===== config.mk =====
export PLATFORM = sky130hd
export DESIGN_NAME = bcpu16_alu
export DESIGN_NICKNAME = d
export VERILOG_FILES = /design/src/source/bcpu16_isa_pkg.sv /design/src/source/bcpu16_pipe_pkg.sv /design/src/source/bcpu16_alu.sv /design/src/source/alu_writeback_stage.sv /design/src/source/alu_execute_stage.sv /design/src/source/alu_issue_stage.sv
export SDC_FILE = /design/constraint.sdc
export NUM_CORES = 1
export LEC_CHECK = 0
export BUFFER_PORTS_ARGS = -buffer_cell sky130_fd_sc_hd__buf_2
export CAP_MARGIN = 40
export CORE_ASPECT_RATIO = 0.5
export CORE_UTILIZATION = 46
export DETAILED_ROUTE_END_ITERATION = 16
export PLACE_DENSITY = 0.72
export SYNTH_ARGS = -nofsm -noshare
export SYNTH_HDL_FRONTEND = slang
export SYNTH_SLANG_ARGS = --single-unit

===== constraint.sdc =====
create_clock -name CLK -period 6.3 [get_ports CLK]
set_input_delay 1.26 -clock CLK [delete_from_list [all_inputs] [get_ports CLK]]
set_output_delay 1.26 -clock CLK [all_outputs]
set_load 0.05 [all_outputs]

===== src/source/bcpu16_isa_pkg.sv =====
package bcpu16_isa_pkg;

    // ========================================================================
    // word sizes fixed by the instruction set
    // ========================================================================

    localparam int unsigned DATA_WIDTH = 16;            // data word
    localparam int unsigned ADDR_WIDTH = 12;            // program counter

    typedef logic [DATA_WIDTH-1:0]   word_t;            // register / bus word
    typedef logic [DATA_WIDTH:0]     ext_word_t;        // word plus sign or zero bit
    typedef logic [2*DATA_WIDTH-1:0] dword_t;           // raw execute result
    typedef logic [ADDR_WIDTH-1:0]   pc_t;              // program counter value

    // ========================================================================
    // status flags
    // ========================================================================

    typedef logic [3:0] flags_t;

    localparam int unsigned FLAG_C = 0;                 // carry / borrow
    localparam int unsigned FLAG_Z = 1;                 // zero
    localparam int unsigned FLAG_S = 2;                 // sign
    localparam int unsigned FLAG_V = 3;                 // signed overflow

    localparam flags_t FLAGS_ARITH = 4'b1111;           // add/sub family touch all flags
    localparam flags_t FLAGS_LOGIC = 4'b0110;           // bitwise ops touch Z and S only

    // opcodes 8..11 are reserved
    typedef enum logic [3:0] {
        ADD    = 4'd0,
        ADC    = 4'd1,                                  // add with C flag
        SUB    = 4'd2,
        SBC    = 4'd3,                                  // subtract with borrow
        AND    = 4'd4,
        ANDN   = 4'd5,                                  // a & ~b
        OR     = 4'd6,
        XOR    = 4'd7,
        MUL    = 4'd12,                                 // low word of product
        MULHUU = 4'd13,                                 // high word, u * u
        MULHSU = 4'd14,                                 // high word, s * u
        MULHSS = 4'd15                                  // high word, s * s
    } alu_op_t;

endpackage

===== src/source/bcpu16_pipe_pkg.sv =====
package bcpu16_pipe_pkg;

    // ========================================================================
    // execute stage controls
    // ========================================================================

    // what the execute stage computes from a and b
    typedef enum logic [2:0] {
        FN_ADD  = 3'd0,                                 // a + b + carry_in
        FN_SUB  = 3'd1,                                 // a - b - carry_in
        FN_AND  = 3'd2,
        FN_ANDN = 3'd3,
        FN_OR   = 3'd4,
        FN_XOR  = 3'd5,
        FN_MUL  = 3'd6,                                 // 17x17 signed product
        FN_PASS = 3'd7                                  // a straight through
    } exec_fn_t;

    // where the writeback word comes from
    typedef enum logic [1:0] {
        SEL_LOW  = 2'd0,                                // raw[15:0]
        SEL_HIGH = 2'd1,                                // raw[31:16]
        SEL_MEM  = 2'd2                                 // memory read data
    } result_sel_t;

    // ========================================================================
    // stage records
    // ========================================================================

    // issue -> execute
    typedef struct packed {
        exec_fn_t                   fn;
        result_sel_t                sel;
        bcpu16_isa_pkg::ext_word_t  a;                  // extended operand a
        bcpu16_isa_pkg::ext_word_t  b;                  // extended operand b
        logic                       carry_in;           // C for ADC/SBC only
        bcpu16_isa_pkg::flags_t     flags_in;           // flags of the issue cycle
        bcpu16_isa_pkg::flags_t     update_mask;        // flags this op may change
    } issue_t;

    // execute -> writeback
    typedef struct packed {
        bcpu16_isa_pkg::dword_t     raw;                // 32 bit raw result
        result_sel_t                sel;
        bcpu16_isa_pkg::flags_t     flags_in;
        bcpu16_isa_pkg::flags_t     update_mask;
    } exec_t;

endpackage


===== src/source/bcpu16_alu.sv =====
module bcpu16_alu (
    input  logic                     CLK,
    input  logic                     RESET,
    input  logic                     CE,                // global enable, the only stall
    input  logic                     ALU_EN,
    input  logic                     CALL_EN,
    input  logic                     MEM_RD_EN,
    input  bcpu16_isa_pkg::alu_op_t  ALU_OP,
    input  bcpu16_isa_pkg::flags_t   FLAGS_IN,
    input  bcpu16_isa_pkg::word_t    A_IN,
    input  bcpu16_isa_pkg::word_t    B_IN,
    input  bcpu16_isa_pkg::pc_t      PC_IN,
    input  bcpu16_isa_pkg::word_t    MEM_RD_DATA,       // two CE edges after the read
    output bcpu16_isa_pkg::word_t    ALU_OUT,           // three CE edges after issue
    output bcpu16_isa_pkg::flags_t   FLAGS_OUT
);

    bcpu16_pipe_pkg::issue_t issue_w;                   // E1 register
    bcpu16_pipe_pkg::exec_t  exec_w;                    // E2 register

    alu_issue_stage u_issue (
        .CLK       (CLK),
        .RESET     (RESET),
        .CE        (CE),
        .alu_en    (ALU_EN),
        .call_en   (CALL_EN),
        .mem_rd_en (MEM_RD_EN),
        .op        (ALU_OP),
        .flags_in  (FLAGS_IN),
        .a_in      (A_IN),
        .b_in      (B_IN),
        .pc_in     (PC_IN),
        .issue_q   (issue_w)
    );

    alu_execute_stage u_execute (
        .CLK       (CLK),
        .RESET     (RESET),
        .CE        (CE),
        .issue_d   (issue_w),
        .exec_q    (exec_w)
    );

    alu_writeback_stage u_writeback (
        .CLK         (CLK),
        .RESET       (RESET),
        .CE          (CE),
        .mem_rd_data (MEM_RD_DATA),
        .exec_d      (exec_w),
        .alu_out     (ALU_OUT),                         // E3 register
        .flags_out   (FLAGS_OUT)
    );

endmodule


===== src/source/alu_writeback_stage.sv =====
module alu_writeback_stage (
    input  logic                     CLK,
    input  logic                     RESET,
    input  logic                     CE,
    input  bcpu16_isa_pkg::word_t    mem_rd_data,       // valid the cycle before E3
    input  bcpu16_pipe_pkg::exec_t   exec_d,
    output bcpu16_isa_pkg::word_t    alu_out,
    output bcpu16_isa_pkg::flags_t   flags_out
);

    bcpu16_isa_pkg::word_t   result;                    // selected result word
    bcpu16_isa_pkg::flags_t  new_flags;                 // flags computed from raw
    bcpu16_isa_pkg::flags_t  merged_flags;              // new where masked, else old

    // ========================================================================
    // result select
    // ========================================================================

    always_comb begin
        case (exec_d.sel)
            bcpu16_pipe_pkg::SEL_HIGH: begin
                result = exec_d.raw[2*bcpu16_isa_pkg::DATA_WIDTH-1:bcpu16_isa_pkg::DATA_WIDTH];
            end
            bcpu16_pipe_pkg::SEL_MEM: begin
                result = mem_rd_data;                   // read data sampled at E3
            end
            default: begin
                result = exec_d.raw[bcpu16_isa_pkg::DATA_WIDTH-1:0];
            end
        endcase
    end

    // ========================================================================
    // flags
    // ========================================================================

    // carry from bit 17 of the extended sum
    assign new_flags[bcpu16_isa_pkg::FLAG_C] = exec_d.raw[bcpu16_isa_pkg::DATA_WIDTH+1];
    assign new_flags[bcpu16_isa_pkg::FLAG_Z] =
        (exec_d.raw[bcpu16_isa_pkg::DATA_WIDTH-1:0] == '0);
    assign new_flags[bcpu16_isa_pkg::FLAG_S] = exec_d.raw[bcpu16_isa_pkg::DATA_WIDTH-1];
    // overflow when the sign bit and the extension bit disagree
    assign new_flags[bcpu16_isa_pkg::FLAG_V] =
        exec_d.raw[bcpu16_isa_pkg::DATA_WIDTH-1] != exec_d.raw[bcpu16_isa_pkg::DATA_WIDTH];

    assign merged_flags = (new_flags & exec_d.update_mask)
                        | (exec_d.flags_in & ~exec_d.update_mask);   // idle slot keeps flags_in

    always_ff @(posedge CLK) begin
        if (RESET) begin
            alu_out   <= '0;
            flags_out <= '0;
        end else if (CE) begin                          // outputs hold while CE low
            alu_out   <= result;
            flags_out <= merged_flags;
        end
    end

endmodule


===== src/source/alu_execute_stage.sv =====
module alu_execute_stage (
    input  logic                     CLK,
    input  logic                     RESET,
    input  logic                     CE,
    input  bcpu16_pipe_pkg::issue_t  issue_d,
    output bcpu16_pipe_pkg::exec_t   exec_q
);

    bcpu16_isa_pkg::dword_t  a_w;                       // a zero extended to 32 bits
    bcpu16_isa_pkg::dword_t  b_w;                       // b zero extended to 32 bits
    bcpu16_isa_pkg::dword_t  c_w;                       // carry as a 32 bit addend
    logic signed [33:0]      product;                   // full 17x17 product
    bcpu16_pipe_pkg::exec_t  exec_d;

    assign a_w = bcpu16_isa_pkg::dword_t'(issue_d.a);
    assign b_w = bcpu16_isa_pkg::dword_t'(issue_d.b);
    assign c_w = bcpu16_isa_pkg::dword_t'(issue_d.carry_in);

    // extension bit is zero for unsigned halves, so one signed multiplier covers all
    assign product = $signed(issue_d.a) * $signed(issue_d.b);

    // ========================================================================
    // function unit
    // ========================================================================

    always_comb begin
        exec_d.sel         = issue_d.sel;               // controls ride along
        exec_d.flags_in    = issue_d.flags_in;
        exec_d.update_mask = issue_d.update_mask;
        case (issue_d.fn)
            bcpu16_pipe_pkg::FN_ADD:  exec_d.raw = a_w + b_w + c_w;   // C lands in bit 17
            bcpu16_pipe_pkg::FN_SUB:  exec_d.raw = a_w - b_w - c_w;   // borrow in bit 17
            bcpu16_pipe_pkg::FN_AND:  exec_d.raw = a_w & b_w;
            bcpu16_pipe_pkg::FN_ANDN: exec_d.raw = a_w & ~b_w;
            bcpu16_pipe_pkg::FN_OR:   exec_d.raw = a_w | b_w;
            bcpu16_pipe_pkg::FN_XOR:  exec_d.raw = a_w ^ b_w;
            bcpu16_pipe_pkg::FN_MUL:  exec_d.raw = product[31:0];     // top 2 bits dropped
            default:                  exec_d.raw = a_w;               // FN_PASS
        endcase
    end

    always_ff @(posedge CLK) begin
        if (RESET) begin
            exec_q <= '0;
        end else if (CE) begin
            exec_q <= exec_d;
        end
    end

    // issue decode only feeds the carry into add and subtract
    a_pass_no_carry: assert property (@(posedge CLK) disable iff (RESET)
        (issue_d.fn == bcpu16_pipe_pkg::FN_PASS) |-> !issue_d.carry_in);

endmodule


===== src/source/alu_issue_stage.sv =====
module alu_issue_stage (
    input  logic                     CLK,
    input  logic                     RESET,
    input  logic                     CE,
    input  logic                     alu_en,            // ALU op strobe
    input  logic                     call_en,           // call strobe
    input  logic                     mem_rd_en,         // memory read strobe
    input  bcpu16_isa_pkg::alu_op_t  op,
    input  bcpu16_isa_pkg::flags_t   flags_in,
    input  bcpu16_isa_pkg::word_t    a_in,
    input  bcpu16_isa_pkg::word_t    b_in,
    input  bcpu16_isa_pkg::pc_t      pc_in,
    output bcpu16_pipe_pkg::issue_t  issue_q
);

    bcpu16_pipe_pkg::issue_t issue_d;                   // next issue record
    logic                    a_signed;                  // extend a with its sign
    logic                    b_signed;                  // extend b with its sign

    // unsigned extension only for the unsigned multiply halves
    assign a_signed = (op != bcpu16_isa_pkg::MUL) && (op != bcpu16_isa_pkg::MULHUU);
    assign b_signed = a_signed && (op != bcpu16_isa_pkg::MULHSU);

    // ========================================================================
    // decode
    // ========================================================================

    always_comb begin
        issue_d          = '0;                          // idle slot by default
        issue_d.flags_in = flags_in;                    // always carried for merge
        issue_d.a        = {a_signed & a_in[bcpu16_isa_pkg::DATA_WIDTH-1], a_in};
        issue_d.b        = {b_signed & b_in[bcpu16_isa_pkg::DATA_WIDTH-1], b_in};
        if (call_en) begin
            issue_d.fn = bcpu16_pipe_pkg::FN_PASS;      // return address out
            issue_d.a  = bcpu16_isa_pkg::ext_word_t'(pc_in);  // zero extended PC
        end else if (mem_rd_en) begin
            issue_d.fn  = bcpu16_pipe_pkg::FN_PASS;
            issue_d.sel = bcpu16_pipe_pkg::SEL_MEM;     // word comes from memory at E3
        end else if (alu_en) begin
            case (op)
                bcpu16_isa_pkg::ADD,
                bcpu16_isa_pkg::ADC: begin
                    issue_d.fn          = bcpu16_pipe_pkg::FN_ADD;
                    issue_d.update_mask = bcpu16_isa_pkg::FLAGS_ARITH;
                end
                bcpu16_isa_pkg::SUB,
                bcpu16_isa_pkg::SBC: begin
                    issue_d.fn          = bcpu16_pipe_pkg::FN_SUB;
                    issue_d.update_mask = bcpu16_isa_pkg::FLAGS_ARITH;
                end
                bcpu16_isa_pkg::AND: begin
                    issue_d.fn          = bcpu16_pipe_pkg::FN_AND;
                    issue_d.update_mask = bcpu16_isa_pkg::FLAGS_LOGIC;
                end
                bcpu16_isa_pkg::ANDN: begin
                    issue_d.fn          = bcpu16_pipe_pkg::FN_ANDN;
                    issue_d.update_mask = bcpu16_isa_pkg::FLAGS_LOGIC;
                end
                bcpu16_isa_pkg::OR: begin
                    issue_d.fn          = bcpu16_pipe_pkg::FN_OR;
                    issue_d.update_mask = bcpu16_isa_pkg::FLAGS_LOGIC;
                end
                bcpu16_isa_pkg::XOR: begin
                    issue_d.fn          = bcpu16_pipe_pkg::FN_XOR;
                    issue_d.update_mask = bcpu16_isa_pkg::FLAGS_LOGIC;
                end
                bcpu16_isa_pkg::MUL: begin
                    issue_d.fn = bcpu16_pipe_pkg::FN_MUL;     // flags untouched
                end
                bcpu16_isa_pkg::MULHUU,
                bcpu16_isa_pkg::MULHSU,
                bcpu16_isa_pkg::MULHSS: begin
                    issue_d.fn  = bcpu16_pipe_pkg::FN_MUL;
                    issue_d.sel = bcpu16_pipe_pkg::SEL_HIGH;  // upper product word
                end
                default: ;                              // reserved, stays idle
            endcase
            if (op == bcpu16_isa_pkg::ADC || op == bcpu16_isa_pkg::SBC) begin
                issue_d.carry_in = flags_in[bcpu16_isa_pkg::FLAG_C];
            end
        end
    end

    always_ff @(posedge CLK) begin
        if (RESET) begin
            issue_q <= '0;
        end else if (CE) begin                          // CE low holds the whole pipe
            issue_q <= issue_d;
        end
    end

    // strobes are exclusive in any enabled cycle
    a_one_strobe: assert property (@(posedge CLK) disable iff (RESET)
        CE |-> $onehot0({alu_en, call_en, mem_rd_en}));

    // opcodes 8..11 must never be issued
    a_no_reserved_op: assert property (@(posedge CLK) disable iff (RESET)
        (CE && alu_en) |-> (op[3:2] != 2'b10));

endmodule


Yosys cells after proc, flatten, opt, wreduce, memory -nomap -nowiden
Cells that the tools add are included.
- latch bits: 0
- bits of input ports: 74
- output and inout bits: 20
- register bits: 110
- bits in read-only memories: 0
- memories: 0
- RAM bits: 0
- muxes and demuxes: 17
- add/sub/neg operators: 4
- divide/modulo/power cells: 0
- equal/unequal tests: 23
- $mul: 1
- order comparisons: 0
- reductions and logical operators: 11
- shift-type cells: 0
- bitwise operators: 11
- operators with widths (operator ; count):
    $pmux 32 s7 ; 1
    $add 32x1->32 ; 1
    $and 17x32->32 ; 1
    $mul 17x17->32 ; 1
    $not 17->32 ; 1
    $pmux 16 s2 ; 1
    $sub 32x1->32 ; 1
    $add 17x17->18 ; 1
    $pmux 3 s6 ; 1
    $sub 17x17->18 ; 1
    $and 17x17->17 ; 1
    $mux 17 ; 1
    $or 17x17->17 ; 1
    $xor 17x17->17 ; 1
    $eq 4x3->1 const B ; 4
    $eq 4x4->1 const B ; 4
    $logic_not 16->1 ; 1
    $mux 4 ; 3
    $ne 4x4->1 const B ; 3
    $reduce_or 4->1 ; 3
    $mux 5 ; 2
    $eq 3x3->1 const B ; 3
    $and 4x4->4 ; 2
    $eq 4x2->1 const B ; 2
    19 further kinds ; 26

Depth between registers and ports, before layout
- depth after elaboration: 6
- mapped depth: 27
- depth with buffers taken out: 25

Hierarchy
From an unflattened synthesis, not the netlist that was laid out.
- cells, all modules: 2096
- area, all modules: 17998.5 um^2
- by module, submodules not included (module ; instances ; area an instance (um^2) ; cells an instance ; sequential area each (um^2)):
    alu_execute_stage ; 1 ; 14958.1 ; 1784 ; 840.8
    alu_issue_stage ; 1 ; 1886.8 ; 189 ; 920.9
    alu_writeback_stage ; 1 ; 1153.6 ; 123 ; 400.4

Least setup slack after synthesis
OpenSTA, ideal clock, no wires.
- path type: flip-flop to flip-flop
- start: reg u_issue.issue_q[32] (netlist name)
- end: reg u_execute.exec_q[40] (netlist name)
- slack: 0.070 ns
- library setup time: 0.124 ns
- data arrival time: 6.106 ns
- data required time: 6.176 ns
- buffers on the path: 1
- stages on the path, launching flop included: 25
- path through: dfxtp_1 clkbuf_1 clkinv_1 nor2_1 fa_1 inv_1 fa_1 fa_1 inv_1 fa_1 fa_1 inv_1 fa_1 inv_1 ha_1 a21oi_1 a21boi_0 a311oi_1 o311a_1 o21ai_1 a21o_1 a21oi_1 nor2b_1 mux2_2 nand3_1
- cells in the longest elaborated chain, start to end: 3
- elaborated cells on any way between the ends: 6
- ends and longest elaborated chain (item ; RTL line ; text):
    from (decl) ; alu_issue_stage.sv:13 ; output bcpu16_pipe_pkg::issue_t issue_q
    from (signal assigned) ; alu_issue_stage.sv:88 ; issue_q <= issue_d;
    $sub 17x17->18 or $add 17x17->18 (tied branches) ; alu_execute_stage.sv:32, alu_execute_stage.sv:31 ;
    $sub 32x1->32 or $add 32x1->32 (tied branches) ; alu_execute_stage.sv:32, alu_execute_stage.sv:31 ;
    $pmux 32 s7 (*) ; alu_execute_stage.sv:30 ; case (issue_d.fn)
    to (signal assigned) ; alu_execute_stage.sv:44 ; exec_q <= '0;
    to (signal assigned) ; alu_execute_stage.sv:46 ; exec_q <= exec_d;
    to (decl) ; alu_execute_stage.sv:6 ; output bcpu16_pipe_pkg::exec_t exec_q
Every way passes the cells marked *; elsewhere a longest branch is shown, timed or not.
A chain may end at the register's enable or synchronous reset.

Worst setup path in the final report
- start: reg u_issue.issue_q[15] (netlist name)
- end: reg u_execute.exec_q[40] (netlist name)
The elaborated chain is that of the path after synthesis.

==> metrics <==
status finished, final reports clean; Worst path top cell family by delay adder cells; vias 16800; I/O Pins 94; Max-cap violations 0; Cell Rows 51; Die W approximately 280 microns; P_leak ~10 nW; first-pass GRT wire length 94400 microns; Initial Util between 40% and 50%; PD cells 151 mW/mm^2; Post-synth EDFFs 0; total grt overflow 0; DRC 0; FMAX around 160 MHz; antenna viol nets, final 0; prevailing post-synth register cell dfxtp_1; Period minus WS final 6200 ps; synthesized flop and latch total about 110; logic gate share of total power between 50% and 60%; Synth Warn # 0; Hold Worst Slack around 470 ps; Synth area leaders fa_1, dfxtp_1, ha_1; wire length per cell a little over 20 microns; dpl ws -209 ps; top sig layer met4; Async SR Flop Fraction 0%; synth unique cells 89; IR Drop Worst-Case VDD approximately 0.00015 V; sequential share of the synthesized area a little under an eighth; worst-path cell chain clkinvlp_4, buf_6, buf_4, nor2_4, fa_1, fa_2, ha_2, fa_1, fa_1, inv_1, fa_1, inv_1, ha_4, o21ai_2, a21oi_2, a311oi_1, buf_4, o311a_4, o21ai_2, a21o_1, a21oi_2, nor2b_1, mux2_2, nand3_1; final WL 62200 microns; Pint 1.78 mW; Via density roughly 5.6; slack of the critical path between 90 and 100 ps; Mapped Area about 0.018 sq mm; total power 3.29 mW; total CTS buffers 9; CTS Root Cell clkbuf_16; clock skew ~20 ps; final hold violation count 0; Critical Path AT roughly 6500 ps; pin count of the biggest net entering global routing around 70; CP Class reg2reg; worst path bufs/invs 6; DRT met1 WL 26800 microns; DR WL met3 between 7000 and 8000 microns; final std cells w/o fill approximately 3000; H-tree Lvls 3; Placed Cells incl. Taps about 3000; syn_area_per_cell ~8.2 sq um; Startpoint Class flop; Core Region 0.0390 sq mm; Total Routing Usage GR approximately 31%; list of most frequent post-synthesis cells inv_1, nor2_1, fa_1; initial antenna violation count 1; synth-to-layout area growth 19.2%; top-area cell type share of the netlist area between 30 and 40%; Slew HR a little under a third; die height between 100 and 150 microns; Worst-Skew Late Latency 380 ps; period utilization a little over nine tenths; CTS tree done; CTS Hold Bufs 0; switching power between 1.5 and 2 mW; Clk pwr share around 18%; Max stage delay cell, worst path fa_2; nets just under 3000; most frequent CP cell fa_1; CP required ~6600 ps; Crit. End Element flop; CP Max Fanout 5; final setup fails 0; syn_nets 2711; Pre-antenna DRT Iters 6; RePlAce Congestion between 1 and 1.5; diode count 0; share of layout cells above drive strength 1 between 20% and 30%; deepest clock path buffer count 2; Reg clk slew, reported paths about 80 ps; Worst-Margin Slew 1020 ps; Hold Crit Class reg2reg; Slew Limit Fails 0; cell taking the most area after synthesis fa_1; DR iter-0 viols 1662; DIE AREA roughly 0.04 sq mm; switching share of total power about 46%; met2 WL post-DR between 20000 and 30000 microns; power share of the sequential group a little under a quarter; most common cell in the netlist inv_1; Post-DP HPWL approximately 51000 microns; vias in the first global route 16300; Port-buffer cells 93; Sink Count around 110; setup TNS 0 ps; max incr delay on CP approximately 560 ps; Gate Count Post-Synth between 2000 and 2500
## per-stage QoR
step | util (%) | cell area, sq um
floorplan | - | 18300
global placement | 53.2 | 20800
detailed placement | 53.3 | 20800
CTS | 54.3 | 21200
global route | 55.8 | 21800
finish | 55.8 | 21800
## cell type report
cell class | instances | area [sq um]
clock inverters | 6 | 60.1
clock buffers | 10 | 239
repair buffers | 346 | 2510
inverters | 357 | 1350
repair inverters | 1 | 7.51
well taps | 530 | 663
multi-input cells | 1637 | 14800
fillers | 3541 | 17200
flip-flops and latches | 106 | 2160
## power groups by stage
| stage | clock, mW | sequential (mW) | combinational (mW) |
|---|---|---|---|
| after floorplan | 0 | 0.770 | 1.02 |
| after global placement | 0 | 0.762 | 1.73 |
| after detailed placement | 0 | 0.763 | 1.75 |
| after CTS | 0.610 | 0.748 | 1.78 |
| after global routing | 0.636 | 0.754 | 2.10 |
| final | 0.605 | 0.750 | 1.94 |
## cells in the final DEF (no fill, tap or decap), types with 10 or more instances in the layout
cell	n
nor2_1	324
xnor2_1	50
nand2_1	197
nand3_1	38
a21o_1	14
buf_2	91
xor2_1	44
fa_2	10
o221ai_1	13
nor4_1	12
dfxtp_2	14
nor3_1	23
o21ai_0	52
mux2i_1	54
nand4_1	11
nor2_2	12
a21oi_1	98
nor2b_1	13
or3_1	13
inv_2	17
a22oi_1	22
inv_1	330
buf_4	237
dfxtp_1	87
fa_1	274
a211oi_1	27
ha_1	127
## final timing paths
check             slack (ps)                         startpoint  depth (start not counted)                           endpoint
setup / recovery         100   u_issue.issue_q[15]$_SDFFE_PP0P_                         24  u_execute.exec_q[40]$_SDFFE_PP0P_
hold / removal           470  u_execute.exec_q[39]$_SDFFE_PP0P_                          2  u_execute.exec_q[39]$_SDFFE_PP0P_
setup reg to reg         100   u_issue.issue_q[15]$_SDFFE_PP0P_                         24  u_execute.exec_q[40]$_SDFFE_PP0P_
hold reg to reg          470  u_execute.exec_q[39]$_SDFFE_PP0P_                          2  u_execute.exec_q[39]$_SDFFE_PP0P_
## routing by layer
| metal | GRT usage [%] | up-vias |
|---|---|---|
| li1 | - | 7611 |
| met1 | 43.2 | 8291 |
| met2 | 45.5 | 827 |
| met3 | 8.99 | 114 |
| met4 | 8.31 | 0 |
| met5 | 0 | - |
## state kept, by name, indices dropped and copies added (netlist names)
name and flops:
u_issue.issue_q 46, u_execute.exec_q 40, u_writeback.alu_out 16, u_writeback.flags_out 4
## what timing repair did
action,CTS,global route
endpoints found under the setup margin,9,18
gates cloned,1,0
buffers inserted,3,22
pin swaps,2,64
resized for setup,23,120
## tightest hold or removal path, cell delays in order, from the launching register on
cell and delay [ps]:
dfxtp_1 320, nand2_1 60, nand3_1 50
## cell families (layout without fill, tap and decap cells)
kind of cell | Yosys count | in the layout | synth area share, %
compound gates | 350 | 350 | 13.0
xor+xnor | 99 | 99 | 4.79
fa+ha+maj | 423 | 423 | 40.7
buf+inv | 471 | 720 | 9.78
flops | 106 | 106 | 11.6
mux | 59 | 59 | 3.35
simple gates | 706 | 706 | 16.8
No activity file was read; power rests on OpenSTA's default activity.
